### config.mk
export PLATFORM = sky130hd
export DESIGN_NAME = fetch_stage
export DESIGN_NICKNAME = d
export VERILOG_FILES = /design/src/logic/cpu_pkg.sv /design/src/logic/fetch_stage.sv
export SDC_FILE = /design/constraint.sdc
export NUM_CORES = 1
export LEC_CHECK = 0
export BUFFER_PORTS_ARGS = -buffer_cell sky130_fd_sc_hd__buf_2
export CORE_AREA = 2 2 39 41
export CTS_CLUSTER_DIAMETER = 60
export DETAILED_ROUTE_END_ITERATION = 16
export DIE_AREA = 0 0 41 43
export GPL_TIMING_DRIVEN = 0
export PLACE_DENSITY = 0.72
export SKIP_LAST_GASP = 1
export SLEW_MARGIN = 0
export SYNTH_ARGS = -nofsm -noshare
export SYNTH_HDL_FRONTEND = slang
export SYNTH_SLANG_ARGS = --single-unit
### constraint.sdc
create_clock -name clk -period 2.14 [get_ports clk]
set_clock_uncertainty 0.05 [all_clocks]
set_input_delay 0.107 -clock clk [delete_from_list [all_inputs] [get_ports clk]]
set_output_delay 0.107 -clock clk [all_outputs]
set_load 0.05 [all_outputs]
### src/logic/cpu_pkg.sv
package cpu_pkg;

  ////////////////////////////////////////////////////////////
  // widths
  ////////////////////////////////////////////////////////////

  localparam int data_width     = 32;
  localparam int reg_addr_width = 5;
  // fetch address counts words, not bytes
  localparam int pc_width       = 10;

  typedef logic [data_width-1:0]     word_t;
  typedef logic [reg_addr_width-1:0] reg_idx_t;

  ////////////////////////////////////////////////////////////
  // encodings
  ////////////////////////////////////////////////////////////

  typedef enum logic [5:0] {
    op_rtype = 6'h00,
    op_beq   = 6'h04,
    op_addi  = 6'h08,
    op_lw    = 6'h23,
    op_sw    = 6'h2b
  } opcode_e;

  // values double as the r-type function codes
  typedef enum logic [10:0] {
    alu_add = 11'h020,
    alu_sub = 11'h022,
    alu_and = 11'h024,
    alu_or  = 11'h025,
    alu_slt = 11'h02a
  } alu_op_e;

  typedef struct packed {
    opcode_e  opcode;
    reg_idx_t rs;
    reg_idx_t rt;
    reg_idx_t rd;
    alu_op_e  funct;
  } r_fmt_t;

  typedef struct packed {
    opcode_e     opcode;
    reg_idx_t    rs;
    reg_idx_t    rt;
    logic [15:0] imm;
  } i_fmt_t;

  typedef union packed {
    r_fmt_t r;
    i_fmt_t i;
  } instr_u;

  ////////////////////////////////////////////////////////////
  // pipeline stages
  ////////////////////////////////////////////////////////////

  typedef struct packed {
    alu_op_e  alu_op;
    logic     imm_src;
    logic     reg_write;
    logic     mem_read;
    logic     mem_write;
    logic     mem_to_reg;
    logic     branch;
    reg_idx_t dst;
  } ctrl_t;

  typedef struct packed {
    logic                valid;
    logic [pc_width-1:0] pc;
    reg_idx_t            rs;
    reg_idx_t            rt;
    word_t               rs_data;
    word_t               rt_data;
    word_t               imm;
    ctrl_t               ctrl;
  } id_ex_t;

  typedef struct packed {
    logic     valid;
    word_t    alu_result;
    word_t    store_data;
    reg_idx_t dst;
    logic     reg_write;
    logic     mem_read;
    logic     mem_write;
    logic     mem_to_reg;
  } ex_mem_t;

  typedef struct packed {
    logic     valid;
    logic     reg_write;
    reg_idx_t dst;
    word_t    data;
  } wb_t;

  typedef struct packed {
    logic                take;
    logic [pc_width-1:0] target;
  } redirect_t;

endpackage

### src/logic/fetch_stage.sv
`timescale 1ns/10ps

module fetch_stage import cpu_pkg::*; (
  input  logic                clk,
  input  logic                rst_n,
  input  logic                stall,
  input  redirect_t           redirect,
  output logic [pc_width-1:0] pc
);

  // taken branch beats the load-use hold
  always_ff @(posedge clk or negedge rst_n) begin
    if (!rst_n) begin
      pc <= '0;
    end else if (redirect.take) begin
      pc <= redirect.target;
    end else if (!stall) begin
      pc <= pc + 1'b1;
    end
  end

  // stall and redirect come from decode and execute, both must stay clean
  a_pc_known: assert property (
    @(posedge clk) disable iff (!rst_n)
    !$isunknown(pc)
  );

endmodule

* Yosys cells after proc, flatten, opt, wreduce, memory -nomap -nowiden
Cells that the tools add are included.
Word-level totals: memories kept 0, latch bits 0, ROM bits 0, word-level logic and storage cells 5, output and inout port bits 10, input bits 14, flip-flop bits (word level) 10, bits in writable memories 0
Cells by class: magnitude comparators 0, bitwise gates (word level) 0, $mul 0, reductions and logical operators 0, shifts and indexed selects 0, add/subtract/negate cells 1, divide/modulo/power cells 0, equal/unequal tests 1, multiplexer cells 2
Operators by type and width (count):
- 2-to-1 mux 10 bit | 2
- adder 10 x 1 -> 10 bit (second input constant) | 1
- != test 2 x 1 -> 1 bit (second input constant) | 1

* Depth between registers and ports, before layout
Gate-level depths: netlist (run 1).
word-level depth 3, gate-level depth with buffers 4

* Worst setup path before layout (run 1)
OpenSTA, ideal clock, no wires.
path type register -> register, start register pc[0], end register pc[8], path slack 330 ps, arrival 1678 ps, library setup time 82 ps, stages on the path, launching flop included 5, path buffers 0, period minus slack after synthesis 1810 ps, cell sequence dfrtp_1 ha_1 nand2b_1 or4_1 a31oi_1
Between the ends: longest elaborated chain between the ends 3
Ends and longest elaborated chain:
- from (decl) | RTL line fetch_stage.sv:8 | output logic [pc_width-1:0] pc
- from (signal assigned) | RTL line fetch_stage.sv:16 | pc <= redirect.target;
- from (signal assigned) | RTL line fetch_stage.sv:18 | pc <= pc + 1'b1;
- adder 10 x 1 -> 10 bit | RTL line fetch_stage.sv:18
- 2-to-1 mux 10 bit | RTL line fetch_stage.sv:17 | end else if (!stall) begin
- 2-to-1 mux 10 bit | RTL line fetch_stage.sv:15 | end else if (redirect.take) begin
No other way between the ends. The select of a mux whose other input is x is not followed. A chain may end at the register's enable or synchronous reset.

* Worst setup path after layout (run 1)
Same ends and word-level chain as after synthesis.

==> results.md, run 1 <==
* Outcome: finished clean
* Mux cell area share after synthesis at 0.0179
* Post-route cell area at 796 µm²
* Largest net degree at the start of global routing at 11
* Via count at 575
* Worst r2r dst: pc[8]
* Mapped Cells at 60
* Routed WL per cell at 12.0 µm
* Fin. max-slew vios at 0
* Fill count at 134
* Hold Path Class: primary input to register
* IO Count at 24
* Sum of buffers and inverters on the critical path at 0
* Reg with most FFs: pc
* Critical-path cell list: ha_1 > nand2b_1 > or4_1 > a31oi_1
* Main combinational cell family by area after synthesis: simple AND/OR/NAND/NOR gates
* Crit path DAT at 1.74 ns
* Relative slew slack at 0.745
* Core box area at 1380 µm²
* RSZ-0062 raised after global routing: no
* Power per Cell Area at 737 nW/µm²
* Sequential share of the synthesized area at 0.447
* Total routed wirelength at 1310 µm
* Worst Setup End Kind: register
* Clk_lat worst skew at 0.26 ns
* Number of CTS-inserted buffers at 3
* Pre-antenna DRT Iters at 4
* CTS tree: built
* Critical R2R Launch: pc[0]
* Diodes inserted at 0
* GR Util met2 at 0.250
* Initial Util at 0.404
* Row count at 14
* Post-Synth XOR/XNOR Area at 0.0626
* Clock-pin slew on the worst setup and hold paths at 0.07 ns
* Clk sinks at 10
* Overflow after GRT at 0
* Final setup viols at 0
* Synth Net Count at 75
* Post-CTS Hold Buffers at 7
* Seq cells post-synth at 10
* Initial antenna violation count at 0
* Area Growth Syn to Fin at 42.3%
* Largest regs: pc (10)
* Clock buffer depth at 2
* Worst-Margin Slew at 0.383 ns
* Overall routing resource usage at 0.184
* M3 GR Usage at 0.0314
* Syn. warnings at 0
* Die Ht at 43 µm
* Port-buffer cells at 22
* Largest register FFs at 10
* Die Wd at 41 µm
* VDD IR max at 0.000340 V
* Power Total at 0.586 mW
* Hold Vio Cnt, Final at 0
* Cell area after synthesis at 559 µm²
* Routability cong. at 0.701
* Period utilization at 0.749
* F_max at 624 MHz
* CP max FO at 5
* Nets@finish at 109
* Yosys cell types at 21
* Final min period at 1.60 ns
* Min-delay src: redirect[1]
* # Post-CTS Setup Buffers at 0
* R2R setup slack at 0.54 ns
* 1st-iter DRT viols at 9
* Crit path launch type: register
* CTS Root Buffer Type: clkbuf_4
* Synth Area in Compound Gates at 0.143
* MaxCap Viol Count at 0
* CP max stage delay at 0.52 ns
* # resized after CTS at 0
* Post-DP Area at 689 µm²
* Worst endpoint required time at 2.28 ns
* Cell depth of the worst flop-to-flop path at 4
* Hpwl dp at 918 µm
* Hold depth at 3
* Adder-cell area share of the yosys netlist at 0.0224
* Post-DRT Antenna Nets at 0
* GRT busiest layer: met1
* TNS Setup at 0 ns
* Met1 usage at 0.267
* Layout cell share with drive strength beyond 1 at 0.290
* Hold EP: pc[1]
* Global-route wire length before repair at 2160 µm
* CP max stage cell: or4_1
* CP top delay family: simple AND/OR/NAND/NOR gates
* Syn avg cell area at 9.32 µm²
* Vias in the first global route at 486
* H-tree depth at 1
* Setup Crit Path Kind: register to register
* Die ar. at 1760 µm²
* Via density at 5.28
* Lkg Pwr at 0.362 nW
* DRC violation count after routing at 0
* Synth Area in Simple Gates at 0.286
==> worst register-to-register path, delay by kind of cell (launching register included) <==
family | cells | cell delay (ns)
compound gates | 1 | 0.17
fa+ha+maj | 1 | 0.20
flops | 1 | 0.44
simple gates | 2 | 0.66
==> worst max path at each step <==
stage | start | to | cells after the start
after floorplan | pc[0] | pc[8] | 4
after detailed placement | pc[0] | pc[8] | 4
after CTS | pc[0] | pc[8] | 4
final | pc[0] | pc[8] | 4
after global placement | pc[0] | pc[8] | 4
after global routing | pc[0] | pc[8] | 4
==> where the power goes <==
part	total, mW	switching, mW	leakage [nW]	internal, mW
sequential	0.239	0.0287	0.118	0.210
combinational	0.177	0.122	0.223	0.0557
clock	0.170	0.0671	0.0210	0.103
total	0.586	0.217	0.362	0.369
==> placed cells by master, fill, tap and decap left out, drive strengths merged <==
master       netlist  layout
nand4b             2       2
nand3b             1       1
o211ai             2       2
o21ai              6       6
buf                0      22
inv                1       1
ha                 1       1
nor2b              1       1
a22oi              1       1
dlygate4sd3        0       7
or4                4       4
nor2               3       3
mux2i              1       1
dfrtp             10      10
nand4              1       1
nand3              5       5
o31ai              2       2
nand2              9       9
or4b               1       1
nand2b             1       1
a31oi              2       2
xor2               4       4
clkbuf             2       6
==> through the flow <==
| step | setup slack, ns | util | hold slack [ns] | cells |
|---|---|---|---|---|
| after floorplan | 0.330 | - | -0.239 | 60 |
| after global placement | 0.595 | 0.498 | -0.0666 | 98 |
| after detailed placement | 0.547 | 0.498 | -0.0693 | 98 |
| after CTS | 0.531 | 0.575 | 0.00684 | 109 |
| after global routing | 0.437 | 0.575 | 0.0272 | 109 |
| final | 0.537 | 0.575 | 0.0110 | 109 |
==> synthesized netlist by cell type <==
master	count	area share
nand2_1	9	0.060
or4_1	4	0.054
nand4_2	1	0.022
a22oi_1	1	0.013
nor2_1	3	0.020
dfrtp_1	10	0.45
a31oi_1	2	0.022
nor2b_1	1	0.011
inv_1	1	0.0067
nand3_1	5	0.045
nand3b_1	1	0.013
xor2_1	4	0.063
nand2b_1	1	0.011
mux2i_1	1	0.018
nand4b_1	2	0.031
o21ai_0	6	0.054
ha_1	1	0.022
or4b_1	1	0.018
o31ai_1	2	0.027
o211ai_1	2	0.027
clkbuf_1	2	0.013
==> kinds of logic (layout without fill, tap and decap cells) <==
group | Yosys count | count (layout)
and+or+nand+nor | 28 | 28
AOI/OAI and AO/OA | 13 | 13
DFF | 10 | 10
xor gates and xnor gates | 4 | 4
buffers and inverters | 3 | 36
adders and majority gates | 1 | 1
muxes | 1 | 1
==> final cells by class <==
cell class                      count  area [µm²]  area share
Multi-Input combinational cell     47         298       0.374
Clock buffer                        4        36.3      0.0456
Buffer                              2        7.51     0.00943
Inverter                            1        3.75     0.00472
Sequential cell                    10         250       0.314
Tap cell                           16        20.0      0.0252
Timing Repair Buffer               29         180       0.226
==> layer usage <==
| layer | vias up | part of all wire |
|---|---|---|
| li1 | 291 | - |
| met1 | 263 | 0.46 |
| met2 | 19 | 0.47 |
| met3 | 2 | 0.055 |
| met4 | 0 | 0.011 |
| met5 | - | 0 |
(Power assumes the default switching activity.)
==> run 2: changes to the inputs <==
Clock period 2.14 ns to 1.55 ns, I/O delays scaled along.
==> results.md, run 2 (same netlist as run 1, synthesis figures left out) <==
* Outcome: finished clean
* CTS tree: built
* Clk_lat worst skew at 0.28 ns (+0.02 ns)
* Fin. max-slew vios at 0 (unchanged)
* Total routed wirelength at 1460 µm (+11%)
* Diodes inserted at 0 (unchanged)
* Commonest non-fill, non-tap cell in the layout: buf_2
* Global-route wire length before repair at 2360 µm (+9.3%)
* Overflow after GRT at 0 (unchanged)
* Power Total at 0.843 mW (+44%)
* Min-delay src: redirect[8]
* Largest net degree at the start of global routing at 11 (unchanged)
* Fill count at 128 (-4.5%)
* Crit path DAT at 1.64 ns (-0.10 ns)
* Clock buffer depth at 2 (unchanged)
* Die Wd at 41 µm (unchanged)
* Power per Cell Area at 979 nW/µm² (+33%)
* Initial Util at 0.404 (unchanged)
* Largest regs: pc (10)
* CP max FO at 5 (unchanged)
* Hold Vio Cnt, Final at 0 (unchanged)
* Nets@finish at 116 (+6.4%)
* Overall routing resource usage at 0.201 (+0.0173)
* Commonest non-fill, non-tap cells in the layout: 22 x buf_2, 9 x nand2_1, 9 x dlygate4sd3_1
* DRC violation count after routing at 0 (unchanged)
* M3 GR Usage at 0.0314 (unchanged)
* Final setup viols at 0 (unchanged)
* CP max stage cell: or4_1
* GRT busiest layer: met2
* Worst endpoint required time at 1.72 ns (-0.56 ns)
* Largest register FFs at 10 (unchanged)
* Area Growth Syn to Fin at 53.9%
* Post-DRT Antenna Nets at 0 (unchanged)
* IO Count at 24 (unchanged)
* Clk sinks at 10 (unchanged)
* Via density at 5.28 (+0.18%)
* Vias in the first global route at 574 (+18%)
* CP max stage delay at 0.47 ns (-0.05 ns)
* Routed WL per cell at 12.5 µm (+4.4%)
* H-tree depth at 1 (unchanged)
* Final min period at 1.47 ns (-0.129 ns)
* Via count at 613 (+6.6%)
* RSZ-0062 raised after global routing: no
* Die ar. at 1760 µm² (unchanged)
* Routability cong. at 0.734 (+4.7%)
* Clock-pin slew on the worst setup and hold paths at 0.07 ns (about the same)
* Lkg Pwr at 0.385 nW (+6.5%)
* Layout cell share with drive strength beyond 1 at 0.380 (+0.0897)
* Hold depth at 3 (unchanged)
* Worst Setup End Kind: register
* Port-buffer cells at 22 (unchanged)
* Slack of the critical path at 0.0760 ns (-0.461 ns)
* Critical-path cell list: ha_1 > nand2b_1 > buf_4 > or4_1 > nand3_1
* GR Util met2 at 0.303 (+0.0531)
* Worst-Margin Slew at 0.413 ns (+0.0306 ns)
* CTS Root Buffer Type: clkbuf_4
* F_max at 678 MHz (+8.7%)
* MaxCap Viol Count at 0 (unchanged)
* 1st-iter DRT viols at 8 (-1)
* Setup Crit Path Kind: register to register
* Initial antenna violation count at 0 (unchanged)
* Row count at 14 (unchanged)
* Pre-antenna DRT Iters at 4 (unchanged)
* Number of CTS-inserted buffers at 3 (unchanged)
* Met1 usage at 0.257 (-0.0100)
* Crit path launch type: register
* Relative slew slack at 0.724 (-0.0204)
* Hold Path Class: primary input to register
* Die Ht at 43 µm (unchanged)
* Period utilization at 0.951 (+0.202)
* Pre-CTS WS at -0.0111 ns (-0.558 ns)
* VDD IR max at 0.000507 V (+49%)
* Crit path from: pc[1]
* Reg with most FFs: pc
* Cell depth of the worst flop-to-flop path at 5 (+1)
* Core box area at 1380 µm² (unchanged)
* Critical R2R Launch: pc[1]
-- run 2: worst paths after layout --
kind	endpoint	slack [ns]
hold reg to reg	pc[5]	0.56
setup reg to reg	pc[6]	0.08
min in group asynchronous	pc[6]	0.14
setup / recovery	pc[6]	0.08
hold / removal	pc[8]	0.02
max in group asynchronous	pc[3]	1.09
-- run 2: power by group --
| part | switching (mW) | total [mW] | internal [mW] |
|---|---|---|---|
| registers | 0.0362 | 0.330 | 0.293 |
| clock network | 0.102 | 0.245 | 0.143 |
| logic | 0.176 | 0.269 | 0.0924 |
-- run 2: metal layers --
layer	part of all wire	vias up
met2	0.47	23
met4	0.026	0
met5	0	-
li1	-	305
met1	0.45	280
met3	0.055	5
-- run 2: through the flow --
step	cells	hold WS, ns	setup TNS (ns)	area [µm²]	utilization
3_5_place_dp	98	-0.0995	-0.0111	697	0.504
4_1_cts	114	0.0260	0	846	0.611
3_3_place_gp	98	-0.101	0	697	0.504
2_1_floorplan	60	-0.268	-0.0870	567	-
6_report	116	0.0249	0	861	0.622
5_1_grt	116	0.0214	0	861	0.622
-- run 2: cell type report --
| cell class | instances | area, µm² | share of cell area |
|---|---|---|---|
| multi-input cells | 47 | 298 | 0.346 |
| repair buffers | 36 | 238 | 0.276 |
| inverters | 1 | 3.75 | 0.00436 |
| flip-flops and latches | 10 | 258 | 0.299 |
| well taps | 16 | 20.0 | 0.0233 |
| plain buffers | 2 | 7.51 | 0.00872 |
| clock buffers | 4 | 36.3 | 0.0422 |
-- run 2: critical path: cells and delay by family, from the launching register on --
kind	cells	cell delay, ns
and+or+nand+nor	3	0.66
DFF	1	0.39
adders and majority gates	1	0.17
buffers and inverters	1	0.15
-- run 2: what timing repair did --
| action | 4_1_cts | 5_1_grt |
|---|---|---|
| setup buffers | 3 | 2 |
| gates cloned | 0 | 0 |
| pin swaps | 0 | 1 |
| gates resized for setup | 0 | 0 |
| hold endpoints to repair | 18 | 0 |
| hold buffers | 9 | 0 |
| endpoints found under the setup margin | 1 | 2 |
