`src/logic/cpu_pkg.sv`:
```
package cpu_pkg;

  ////////////////////////////////////////////////////////////
  // widths
  ////////////////////////////////////////////////////////////

  localparam int data_width     = 32;
  localparam int reg_addr_width = 5;
  // fetch address counts words, not bytes
  localparam int pc_width       = 10;

  typedef logic [data_width-1:0]     word_t;
  typedef logic [reg_addr_width-1:0] reg_idx_t;

  ////////////////////////////////////////////////////////////
  // encodings
  ////////////////////////////////////////////////////////////

  typedef enum logic [5:0] {
    op_rtype = 6'h00,
    op_beq   = 6'h04,
    op_addi  = 6'h08,
    op_lw    = 6'h23,
    op_sw    = 6'h2b
  } opcode_e;

  // values double as the r-type function codes
  typedef enum logic [10:0] {
    alu_add = 11'h020,
    alu_sub = 11'h022,
    alu_and = 11'h024,
    alu_or  = 11'h025,
    alu_slt = 11'h02a
  } alu_op_e;

  typedef struct packed {
    opcode_e  opcode;
    reg_idx_t rs;
    reg_idx_t rt;
    reg_idx_t rd;
    alu_op_e  funct;
  } r_fmt_t;

  typedef struct packed {
    opcode_e     opcode;
    reg_idx_t    rs;
    reg_idx_t    rt;
    logic [15:0] imm;
  } i_fmt_t;

  typedef union packed {
    r_fmt_t r;
    i_fmt_t i;
  } instr_u;

  ////////////////////////////////////////////////////////////
  // pipeline stages
  ////////////////////////////////////////////////////////////

  typedef struct packed {
    alu_op_e  alu_op;
    logic     imm_src;
    logic     reg_write;
    logic     mem_read;
    logic     mem_write;
    logic     mem_to_reg;
    logic     branch;
    reg_idx_t dst;
  } ctrl_t;

  typedef struct packed {
    logic                valid;
    logic [pc_width-1:0] pc;
    reg_idx_t            rs;
    reg_idx_t            rt;
    word_t               rs_data;
    word_t               rt_data;
    word_t               imm;
    ctrl_t               ctrl;
  } id_ex_t;

  typedef struct packed {
    logic     valid;
    word_t    alu_result;
    word_t    store_data;
    reg_idx_t dst;
    logic     reg_write;
    logic     mem_read;
    logic     mem_write;
    logic     mem_to_reg;
  } ex_mem_t;

  typedef struct packed {
    logic     valid;
    logic     reg_write;
    reg_idx_t dst;
    word_t    data;
  } wb_t;

  typedef struct packed {
    logic                take;
    logic [pc_width-1:0] target;
  } redirect_t;

endpackage

```
`src/logic/decode_stage.sv`:
```
`timescale 1ns/10ps

module decode_stage import cpu_pkg::*; (
  input  logic                clk,
  input  logic                rst_n,
  input  logic [pc_width-1:0] pc,
  input  word_t               fetch_data,
  input  redirect_t           redirect,
  output reg_idx_t            rd_idx_a,
  output reg_idx_t            rd_idx_b,
  input  word_t               rd_data_a,
  input  word_t               rd_data_b,
  output logic                stall,
  output id_ex_t              id_ex
);

  logic                if_id_valid;
  logic [pc_width-1:0] if_id_pc;
  instr_u              if_id_instr;
  ctrl_t               ctrl;
  word_t               imm_ext;

  ////////////////////////////////////////////////////////////
  // if/id
  ////////////////////////////////////////////////////////////

  always_ff @(posedge clk or negedge rst_n) begin
    if (!rst_n) begin
      if_id_valid <= 1'b0;
      if_id_pc    <= '0;
      if_id_instr <= '0;
    end else if (redirect.take) begin
      if_id_valid <= 1'b0;
    end else if (!stall) begin
      if_id_valid <= 1'b1;
      if_id_pc    <= pc;
      if_id_instr <= fetch_data;
    end
  end

  ////////////////////////////////////////////////////////////
  // control decode
  ////////////////////////////////////////////////////////////

  // rs and rt sit in the same bits in both formats
  assign rd_idx_a = if_id_instr.r.rs;
  assign rd_idx_b = if_id_instr.r.rt;

  assign imm_ext = {{(data_width-16){if_id_instr.i.imm[15]}}, if_id_instr.i.imm};

  always_comb begin
    ctrl        = '0;
    ctrl.alu_op = alu_add;
    case (if_id_instr.r.opcode)
      op_rtype: begin
        ctrl.alu_op    = if_id_instr.r.funct;
        ctrl.reg_write = 1'b1;
        ctrl.dst       = if_id_instr.r.rd;
      end
      op_addi: begin
        ctrl.imm_src   = 1'b1;
        ctrl.reg_write = 1'b1;
        ctrl.dst       = if_id_instr.i.rt;
      end
      op_lw: begin
        ctrl.imm_src    = 1'b1;
        ctrl.reg_write  = 1'b1;
        ctrl.mem_read   = 1'b1;
        ctrl.mem_to_reg = 1'b1;
        ctrl.dst        = if_id_instr.i.rt;
      end
      op_sw: begin
        ctrl.imm_src   = 1'b1;
        ctrl.mem_write = 1'b1;
      end
      op_beq: begin
        ctrl.alu_op = alu_sub;
        ctrl.branch = 1'b1;
      end
      // unknown opcodes pass through as no-ops
      default: ;
    endcase
  end

  // load in execute feeding the instruction right behind it
  assign stall = if_id_valid && id_ex.valid && id_ex.ctrl.mem_read &&
                 (id_ex.ctrl.dst != '0) &&
                 ((id_ex.ctrl.dst == rd_idx_a) || (id_ex.ctrl.dst == rd_idx_b));

  ////////////////////////////////////////////////////////////
  // id/ex
  ////////////////////////////////////////////////////////////

  always_ff @(posedge clk or negedge rst_n) begin
    if (!rst_n) begin
      id_ex <= '0;
    end else if (redirect.take || stall) begin
      // bubble
      id_ex <= '0;
    end else begin
      id_ex.valid   <= if_id_valid;
      id_ex.pc      <= if_id_pc;
      id_ex.rs      <= rd_idx_a;
      id_ex.rt      <= rd_idx_b;
      id_ex.rs_data <= rd_data_a;
      id_ex.rt_data <= rd_data_b;
      id_ex.imm     <= imm_ext;
      id_ex.ctrl    <= ctrl;
    end
  end

  // fetch holds its pc along with if/id so the word behind the stalled one is kept
  a_stall_holds_pc: assert property (
    @(posedge clk) disable iff (!rst_n)
    (stall && !redirect.take) |=> (pc == $past(pc))
  );

endmodule

```
`config.mk`:
```
export PLATFORM = sky130hd
export DESIGN_NAME = decode_stage
export DESIGN_NICKNAME = d
export VERILOG_FILES = /design/src/logic/cpu_pkg.sv /design/src/logic/decode_stage.sv
export SDC_FILE = /design/constraint.sdc
export NUM_CORES = 1
export LEC_CHECK = 0
export ABC_AREA = 1
export BUFFER_PORTS_ARGS = -buffer_cell sky130_fd_sc_hd__buf_2
export CORE_MARGIN = 10
export CORE_UTILIZATION = 45
export DETAILED_ROUTE_END_ITERATION = 10
export PLACE_DENSITY_LB_ADDON = 0.3
export SLEW_MARGIN = 0
export SYNTH_ARGS = -nofsm -noshare
export SYNTH_HDL_FRONTEND = slang
export SYNTH_SLANG_ARGS = --single-unit
```
`constraint.sdc`:
```
create_clock -name clk -period 2.1 [get_ports clk]
set_input_delay 0.21 -clock clk [delete_from_list [all_inputs] [get_ports clk]]
set_output_delay 0.21 -clock clk [all_outputs]
set_load 0.01 [all_outputs]
```
# ---- Word-level counts from Yosys, hierarchy flattened
# Cells that the tools add are included.
dict set report word_totals {
  register_bits 182
  out_inout_bits 150
  word_cells 49
}
dict set report classes {
  n_eq_ne 7
  mux 10
  bitwise_logic 2
  reduce_logical 12
}
# cell n
set op_table {}
lappend op_table {{$mux W139} 1}
lappend op_table {{$pmux W11 S2} 1}
lappend op_table {{$eq A6 B6 Y1 const B} 2}
lappend op_table {{$eq A5 B5 Y1} 2}
lappend op_table {{$pmux W5 S2} 1}
lappend op_table {{$mux W1} 7}
lappend op_table {{$eq A6 B3 Y1 const B} 1}
lappend op_table {{$eq A6 B4 Y1 const B} 1}
lappend op_table {{$logic_not A6 Y1} 1}
lappend op_table {{$reduce_or A3 Y1} 2}
lappend op_table {{$reduce_bool A5 Y1} 1}
lappend op_table {{$logic_and A1 B1 Y1} 4}
lappend op_table {{$logic_or A1 B1 Y1} 2}
lappend op_table {{$ne A2 B2 Y1 const B} 1}
lappend op_table {{$not A1 Y1} 2}
lappend op_table {{$reduce_and A2 Y1} 1}
lappend op_table {{$reduce_or A2 Y1} 1}

# ---- Depth between registers and ports, before layout
# Gate-level depths: netlist of run 1.
dict set report logic_depth {
  depth_word 6
  depth_mapped 11
}

# ---- Worst setup path before layout of run 1
# OpenSTA, ideal clock, no wires.
dict set report synth_path {
  path_kind {register to output}
  startpoint {reg id_ex[0] (netlist bit)}
  endpoint {out stall}
  t_arrival_ns 1.300
  required_time_ns 1.890
  setup_slack_ns 0.590
  stages_incl_launch_ff 10
  path_cell_list {dfrtp_1 -> nand2_1 -> clkinv_1 -> nor2_1 -> nor2_1 -> nand3_1 -> nand2_1 -> nand2_2 -> clkbuf_1 -> inv_1}
}
dict set report synth_between {
  elab_chain_len 3
  word_cells_on_any_way 6
}
# element line
set synth_lines {}
lappend synth_lines {{start, declared} decode_stage.sv:14} ;# output id_ex_t id_ex
lappend synth_lines {{$eq A5 B5 Y1 or $reduce_bool A5 Y1 (tied branches)} {decode_stage.sv:88, decode_stage.sv:87}}
lappend synth_lines {{$logic_or A1 B1 Y1 or $logic_and A1 B1 Y1 (tied branches)} {decode_stage.sv:88, decode_stage.sv:86}}
lappend synth_lines {{$logic_and A1 B1 Y1 (*)} decode_stage.sv:87} ;# (id_ex.ctrl.dst != '0) &&
lappend synth_lines {{end, declared} decode_stage.sv:13} ;# output logic stall,
# Every way passes the cells marked *; elsewhere a longest branch is shown, timed or not.

# ---- Worst setup path after layout of run 1
# Ends and elaborated chain as after synthesis.

==> results.tsv, run 1 <==
metric	value	unit
Data arrival, critical path	1.73	ns
FMAX	515	MHz
most frequent cells in the layout	buf_2 (257), dfrtp_1 (165), nor2_1 (132)	
share of layout cells above drive strength 1	0.320	
grt ovf	0	
gpl congestion	0.824	
min Tclk post-route	1.94	ns
Synth area leader	dfrtp_1	
Mapped Cells	650	
htree depth	4	
Crit Path Category	reg2out	
pin count of the biggest net entering global routing	63	
# setup viols final	0	
Die Area	0.0189	mm^2
Worst-path clk slew	0.06	ns
Power Density	817	mW/mm^2
initial antenna violation count	3	
DRT Pass-1 Iters	4	
most common cell after layout, fill and taps aside	buf_2	
non-filler cells, final	1138	
Root Buffer	clkbuf_16	
core outline area	0.0134	mm^2
DP HPWL	12400	um
crit end category	output pin	
Post-Route WL	18100	um
clock group share of total power	0.395	
clock buffer depth	2	
# clock sinks	165	
switching power	0.00171	W
YS warnings	0	
Worst-Skew Late Latency	0.42	ns
RSZ-0062 raised after global routing	false	
Min-Delay Path Class	in2reg	
CTS buffer count	17	
DRC	0	
first-pass GRT wire length	27600	um
Final Max Tran Viols	0	
register area share after synthesis	0.665	
status	finished, final reports clean	
Vias	5063	
Chip Width	138	um
IO buf count	258	
Netlist cell types	18	
CP max FO	17	
setup TNS	0	ns
Sequential Power Share	0.485	
DP Cell Count	1042	
initial core utilization	0.464	
Slew headroom	0.640	
Synth Cell Area	0.00621	mm^2
routed length per instance	15.9	um
Seq cells post-synth	165	
final hold vios	0	
DR vias/cell	4.45	
Switching Share	0.239	
Yosys top cell area share	0.665	
antenna viol nets, final	0	
Final Total Pwr	0.00715	W
Die H	138	um
Rows	42	
worst vdd ir	668	uV
syn nets	769	
Tightest Pin Transition	0.540	ns
ranking of synthesized cells by area	dfrtp_1 (66%), nor2_1 (8.0%), nand2_1 (7.1%)	
Clock Skew	0.00446	ns
initial drt markers	275	
CP max stage cell	dfrtp_1	
CTS tree	done	
Total GRT Usage	0.191	
Hold Slack	0.0226	ns
Leak	5.22	nW
Comb power frac	0.120	
Final Cycle Share	0.925	
crit-path max cell delay	0.43	ns
fin nets	1070	
Int Power	0.00544	W
CP startpoint kind	flip-flop	
number of global-route vias before repair	5133	
CP Cell Sequence	inv_1 -> nand2_1 -> nand2_1 -> nor2_1 -> nand3_1 -> nand2_2 -> nand2_4 -> buf_12 -> inv_1 -> buf_2	
Synth Area per Inst	9.56	um^2
Worst R2R Setup Slack	0.21	ns
Ports	269	
Max-Cap Viols	0	
Critical Path RT	1.89	ns
Area growth syn-to-layout	40.9	%
[cell type report]
type / count / area (um^2)
flip-flops and latches: 165 / 4130
clock inverters: 5 / 52.6
inverters: 118 / 443
well taps: 176 / 220
diodes: 2 / 5.00
multi-input cells: 314 / 1300
clock buffers: 23 / 478
repair buffers: 335 / 2130
fillers: 1087 / 4650
[metrics by stage]
step | area, um^2 | worst slack (ns) | utilization
2_1_floorplan | 6210 | 0.590 | -
3_3_place_gp | 7530 | 0.391 | 0.562
3_5_place_dp | 7530 | 0.395 | 0.562
4_1_cts | 8700 | 0.0137 | 0.649
5_1_grt | 8750 | 0.00938 | 0.653
6_report | 8750 | 0.157 | 0.653
[synthesized netlist by cell type (all sizes together)]
cell type	n
buf	47
a22oi	5
nand4	3
o211ai	1
nor2	132
nand2	120
clkbuf	6
and3	1
clkinv	1
xnor2	2
inv	117
nand3	50
dfrtp	165
[layer usage]
layer  GRT usage  part of all wire  vias up
met5           0           0.00072        -
met4      0.0738             0.016        2
met3      0.0805              0.11       20
met2       0.326              0.51      189
met1       0.205              0.36     2376
li1            -                 -     2476
[path summary, 6_finish.rpt]
path,startpoint,endpoint,cells after the start
max,id_ex[0]$_DFF_PN0_,stall,10
min,fetch_data[29],if_id_instr[29]$_DFFE_PN0P_,3
max reg2reg,id_ex[0]$_DFF_PN0_,id_ex[97]$_DFF_PN0_,11
min reg2reg,if_id_pc[4]$_DFFE_PN0P_,if_id_pc[4]$_DFFE_PN0P_,2
max in group asynchronous,rst_n,if_id_instr[12]$_DFFE_PN0P_,3
min in group asynchronous,rst_n,id_ex[131]$_DFF_PN0_,2
[state kept, by name, indices dropped and copies added, names as in the netlist]
name         flops
if_id_instr     32
id_ex          122
if_id_pc        10
if_id_valid      1
[worst max-delay path, delay by kind of cell, from the launching register on]
family | cells | cell delay [ns]
buffers and inverters | 4 | 0.37
flip-flops | 1 | 0.43
AND/OR/NAND/NOR | 6 | 0.50
[cell families (layout without fill, tap and decap cells)]
kind of cell / after synthesis / in the layout / synth area share
AND/OR/NAND/NOR: 306 / 306 / 0.197
buffers and inverters: 171 / 481 / 0.128
flip-flops: 165 / 165 / 0.665
AO/OA/AOI/OAI: 6 / 6 / 0.00725
XOR/XNOR: 2 / 2 / 0.00282
other: 0 / 2 / 0
[power groups by stage]
stage / clock [W] / sequential [W] / combinational [W]
after floorplan: 0 / 0.00357 / 0.000343
after global routing: 0.00303 / 0.00349 / 0.000964
after CTS: 0.00290 / 0.00347 / 0.000869
after detailed placement: 0 / 0.00352 / 0.000769
final: 0.00283 / 0.00347 / 0.000857
after global placement: 0 / 0.00351 / 0.000755
[repair_timing]
item                                    in CTS  in global routing
gates cloned                                 0                  1
hold endpoints to repair                   115                  0
endpoints found under the setup margin       1                  1
hold buffers                                63                  0
buffers inserted                             0                  2
pin swaps                                    0                  4
resized for setup                            2                  3
Power figures use the tool's default switching activity.
==> inputs of run 2 (changes only) <==
--- a/config.mk
+++ b/config.mk
@@ -10,7 +10,7 @@
 export CORE_MARGIN = 10
 export CORE_UTILIZATION = 45
 export DETAILED_ROUTE_END_ITERATION = 10
-export PLACE_DENSITY_LB_ADDON = 0.3
+export PLACE_DENSITY = 0.88
 export SLEW_MARGIN = 0
 export SYNTH_ARGS = -nofsm -noshare
 export SYNTH_HDL_FRONTEND = slang
==> results.tsv, run 2 (synthesized netlist as in run 1, its figures left out) <==
metric	value	unit
Min-Delay Path Class	in2reg	
Rows	42	
Vias	5216	
top flop regs	id_ex (122), if_id_instr (32), if_id_pc (10)	
Clock Skew	0.00957	ns
min Tclk post-route	1.95	ns
Area growth syn-to-layout	41.8	%
Total GRT Usage	0.196	
status	finished, final reports clean	
FMAX	513	MHz
Final Cycle Share	0.927	
final hold vios	0	
clock buffer depth	2	
CTS tree	done	
Data arrival, critical path	1.74	ns
fin nets	1063	
Slew headroom	0.696	
first-pass GRT wire length	28500	um
Power Density	856	mW/mm^2
Die Area	0.0189	mm^2
CTS buffer count	17	
Hold Slack	0.0150	ns
Die H	138	um
initial antenna violation count	3	
share of layout cells above drive strength 1	0.339	
antenna viol nets, final	0	
routed length per instance	16.6	um
Final Max Tran Viols	0	
gpl congestion	0.836	
max reg flops	122	
non-filler cells, final	1135	
htree depth	4	
crit end category	output pin	
IO buf count	258	
CP startpoint kind	flip-flop	
Worst-path clk slew	0.06	ns
number of global-route vias before repair	5409	
initial drt markers	267	
Critical Path RT	1.89	ns
initial core utilization	0.464	
DRT Pass-1 Iters	5	
DRC	0	
worst vdd ir	610	uV
most frequent cells in the layout	buf_2 (257), dfrtp_1 (160), nor2_1 (131)	
grt ovf	0	
most common cell after layout, fill and taps aside	buf_2	
Tightest Pin Transition	0.455	ns
# setup viols final	0	
DP Cell Count	1044	
Crit Path Category	reg2out	
pin count of the biggest net entering global routing	49	
core outline area	0.0134	mm^2
DR vias/cell	4.60	
CP max FO	12	
Biggest register	id_ex	
Root Buffer	clkbuf_16	
# clock sinks	165	
Finished Core Util	0.657	
Max-Cap Viols	0	
Chip Width	138	um
Post-Route WL	18800	um
Leak	5.25	nW
Ports	269	
DP HPWL	13200	um
Worst-Skew Late Latency	0.42	ns
## run 2: cell types whose count changed in the layout (fill, tap and decap cells not counted), moves of 2 or more
cell           previous run  this run
buf_4                     7         9
bufinv_16                 1         3
clkbuf_1                  3         0
clkbuf_8                  3         0
clkinv_2                  3         1
clkinv_4                  0         3
dfrtp_1                 165       160
dfrtp_2                   0         5
dlygate4sd3_1            63        53
inv_6                     0         4
inv_8                     0         2
## run 2: power breakdown
part	leakage, nW	internal, W	switching, W	total, W
sequential	2.12	0.00337	0.000107	0.00347
combinational	2.83	0.000370	0.000482	0.000852
clock	0.299	0.00191	0.00131	0.00322
total	5.25	0.00564	0.00190	0.00754
## run 2: worst max-delay path, stage by stage, from the launching register on
cell	delay [ns]
dfrtp_1	0.42
inv_2	0.07
nand2_1	0.06
nand2_1	0.06
nor2_1	0.12
nand3_1	0.10
nand2_2	0.09
nand2_4	0.08
buf_12	0.15
inv_1	0.05
buf_2	0.12
## run 2: stage by stage
step                instance area, um^2  total power [W]   TNS, ns  worst slack [ns]
global placement                   7550          0.00427         0             0.341
floorplan                          6210          0.00392         0             0.590
finish                             8810          0.00754         0             0.152
CTS                                8730          0.00762         0            0.0298
global route                       8810          0.00789  -0.00312          -0.00312
detailed placement                 7550          0.00431         0             0.307
## run 2: worst paths after layout
path | from | end | slack, ns | cells after the start
max reg2reg | id_ex[4]$_DFF_PN0_ | if_id_instr[5]$_DFFE_PN0P_ | 0.22 | 12
max | id_ex[4]$_DFF_PN0_ | stall | 0.15 | 10
min in group asynchronous | rst_n | if_id_pc[0]$_DFFE_PN0P_ | 0.29 | 2
min | rd_data_a[13] | id_ex[99]$_DFF_PN0_ | 0.02 | 3
max in group asynchronous | rst_n | id_ex[77]$_DFF_PN0_ | 1.01 | 3
min reg2reg | if_id_pc[9]$_DFFE_PN0P_ | if_id_pc[9]$_DFFE_PN0P_ | 0.47 | 2
## run 2: timing repair
item | 4_1_cts | 5_1_grt
endpoints found under the hold margin | 97 | 0
gates cloned | 1 | 1
resized for setup | 0 | 9
setup endpoints to repair | 1 | 1
setup buffers | 0 | 2
pin swaps | 0 | 1
hold buffers | 53 | 0
## run 2: area by class of cell
class | instances | area [um^2]
diodes | 2 | 5.00
clock buffers | 17 | 425
clock inverters | 15 | 194
fillers | 1057 | 4590
inverters | 118 | 443
multi-input cells | 314 | 1310
flip-flops and latches | 165 | 4140
well taps | 176 | 220
repair buffers | 328 | 2070
## run 2: routing by layer
layer	up-vias	GRT usage	wire (um)	share of wire
li1	2466	-	-	-
met1	2507	0.208	6510	0.35
met2	209	0.345	9910	0.53
met3	32	0.0761	2020	0.11
met4	2	0.0744	387	0.021
met5	-	0	7	0.00037
==> inputs of run 3 (changes only) <==
--- a/config.mk
+++ b/config.mk
@@ -8,9 +8,9 @@
 export ABC_AREA = 1
 export BUFFER_PORTS_ARGS = -buffer_cell sky130_fd_sc_hd__buf_2
 export CORE_MARGIN = 10
-export CORE_UTILIZATION = 45
+export CORE_UTILIZATION = 51
 export DETAILED_ROUTE_END_ITERATION = 10
-export PLACE_DENSITY = 0.88
+export PLACE_DENSITY = 0.95
 export SLEW_MARGIN = 0
 export SYNTH_ARGS = -nofsm -noshare
 export SYNTH_HDL_FRONTEND = slang
==> results.tsv, run 3 (synthesized netlist as in run 1, its figures left out) <==
metric	value	unit
crit end category	output pin	
Hold Slack	0.0162	ns
Slew headroom	0.672	
Clock Skew	0.0127	ns
Placement Setup Slack	0.226	ns
setup TNS	0	ns
clock buffer depth	2	
DRT Pass-1 Iters	5	
# setup viols final	0	
Worst Hold Path Cells	3	
CP max stage cell	dfrtp_2	
Total GRT Usage	0.224	
gpl congestion	0.784	
crit-path max cell delay	0.44	ns
Final Max Tran Viols	0	
final hold vios	0	
Ports	269	
antenna viol nets, final	0	
CTS tree	done	
Worst R2R Start	if_id_instr[17]$_DFFE_PN0P_	
Worst R2R End	id_ex[84]$_DFF_PN0_	
IO buf count	258	
fin nets	1062	
Chip Width	130	um
Data arrival, critical path	1.71	ns
worst vdd ir	553	uV
initial drt markers	314	
initial core utilization	0.519	
Worst-path clk slew	0.06	ns
Die H	130	um
Post-Route WL	19200	um
RSZ-0062 raised after global routing	false	
Reg2Reg Depth	11	
# clock sinks	165	
Worst Hold Launch	rd_data_b[2]	
first-pass GRT wire length	28600	um
CP Cell Sequence	nand2_1 -> clkinv_1 -> nor2_1 -> nor2_1 -> nand3_1 -> nand2_1 -> nand2_4 -> buf_12 -> inv_1 -> buf_2	
CTS buffer count	17	
routed length per instance	17.4	um
Final Cycle Share	0.913	
hold endpoint	id_ex[56]$_DFF_PN0_	
CP delay by family, top	simple AND/OR/NAND/NOR gates	
min Tclk post-route	1.92	ns
Tightest Pin Transition	0.492	ns
share of layout cells above drive strength 1	0.329	
core outline area	0.0120	mm^2
DP HPWL	12500	um
Leak	5.24	nW
top flop regs	id_ex (122), if_id_instr (32), if_id_pc (10)	
most common cell after layout, fill and taps aside	buf_2	
status	finished, final reports clean	
Max-Cap Viols	0	
Power Density	861	mW/mm^2
max reg flops	122	
CP bufs+invs	4	
most frequent cells in the layout	buf_2 (257), dfrtp_1 (162), nor2_1 (132)	
Critical Path RT	1.89	ns
htree depth	4	
Crit Path Category	reg2out	
Root Buffer	clkbuf_16	
initial antenna violation count	2	
CP max FO	12	
Finished Core Util	0.732	
pin count of the biggest net entering global routing	60	
Rows	40	
Die Area	0.0170	mm^2
Final Total Pwr	0.00754	W
CP startpoint kind	flip-flop	
DR vias/cell	4.71	
Area growth syn-to-layout	40.9	%
grt ovf	0	
Min-Delay Path Class	in2reg	
number of global-route vias before repair	5500	
DRC	0	
Vias	5214	
Biggest register	id_ex	
Worst-Skew Late Latency	0.42	ns
Worst R2R Setup Slack	0.24	ns
post-route worst setup slack	0.182	ns
FMAX	521	MHz
[run 3: worst max path at each step]
stage	start	end	slack [ns]	depth (start not counted)
CTS	if_id_instr[16]$_DFFE_PN0P_	stall	0.03	10
floorplan	id_ex[0]$_DFF_PN0_	stall	0.59	9
finish	if_id_instr[16]$_DFFE_PN0P_	stall	0.18	10
detailed placement	if_id_instr[16]$_DFFE_PN0P_	stall	0.23	10
global placement	if_id_instr[16]$_DFFE_PN0P_	stall	0.28	10
global route	if_id_instr[17]$_DFFE_PN0P_	stall	0.06	10
[run 3: per-layer routing]
layer / vias to the layer above / GRT usage / wire length (um)
li1: 2475 / - / -
met1: 2485 / 0.222 / 6520
met2: 216 / 0.404 / 10400
met3: 38 / 0.0818 / 1730
met4: 0 / 0.111 / 582
met5: - / 0 / 0
[run 3: layout make-up]
| class | instances | area (um^2) |
|---|---|---|
| Fill cell | 821 | 3200 |
| Antenna cell | 3 | 7.51 |
| Multi-Input combinational cell | 314 | 1310 |
| Tap cell | 147 | 184 |
| Sequential cell | 165 | 4130 |
| Inverter | 118 | 443 |
| Timing Repair Buffer | 327 | 2070 |
| Clock inverter | 13 | 169 |
| Clock buffer | 19 | 443 |
[run 3: metrics by stage]
step                area, um^2  cells
detailed placement        7490   1012
finish                    8760   1106
CTS                       8700   1099
global placement          7490   1012
floorplan                 6210    650
global route              8750   1104
[run 3: worst register-to-register path, cell delays in order, from the launching register on]
cell,delay (ns)
dfrtp_1,0.45
inv_2,0.06
nand2_1,0.06
nand2_1,0.05
nor2_1,0.10
nand3_1,0.08
nand2_1,0.12
nand2_4,0.07
buf_4,0.16
nand2_8,0.23
buf_4,0.30
nor2_1,0.08
[run 3: what timing repair did]
item                       in CTS  in global routing
setup endpoints to repair       1                  1
hold buffers                   54                  1
hold endpoints to repair      102                  1
setup buffers                   0                  2
gates cloned                    1                  1
gates resized for setup         4                  3
pin swaps                       0                  1
[run 3: power by group]
| part | switching, W | internal [W] |
|---|---|---|
| Combinational | 0.000490 | 0.000373 |
| Clock | 0.00128 | 0.00192 |
| Sequential | 0.000105 | 0.00337 |
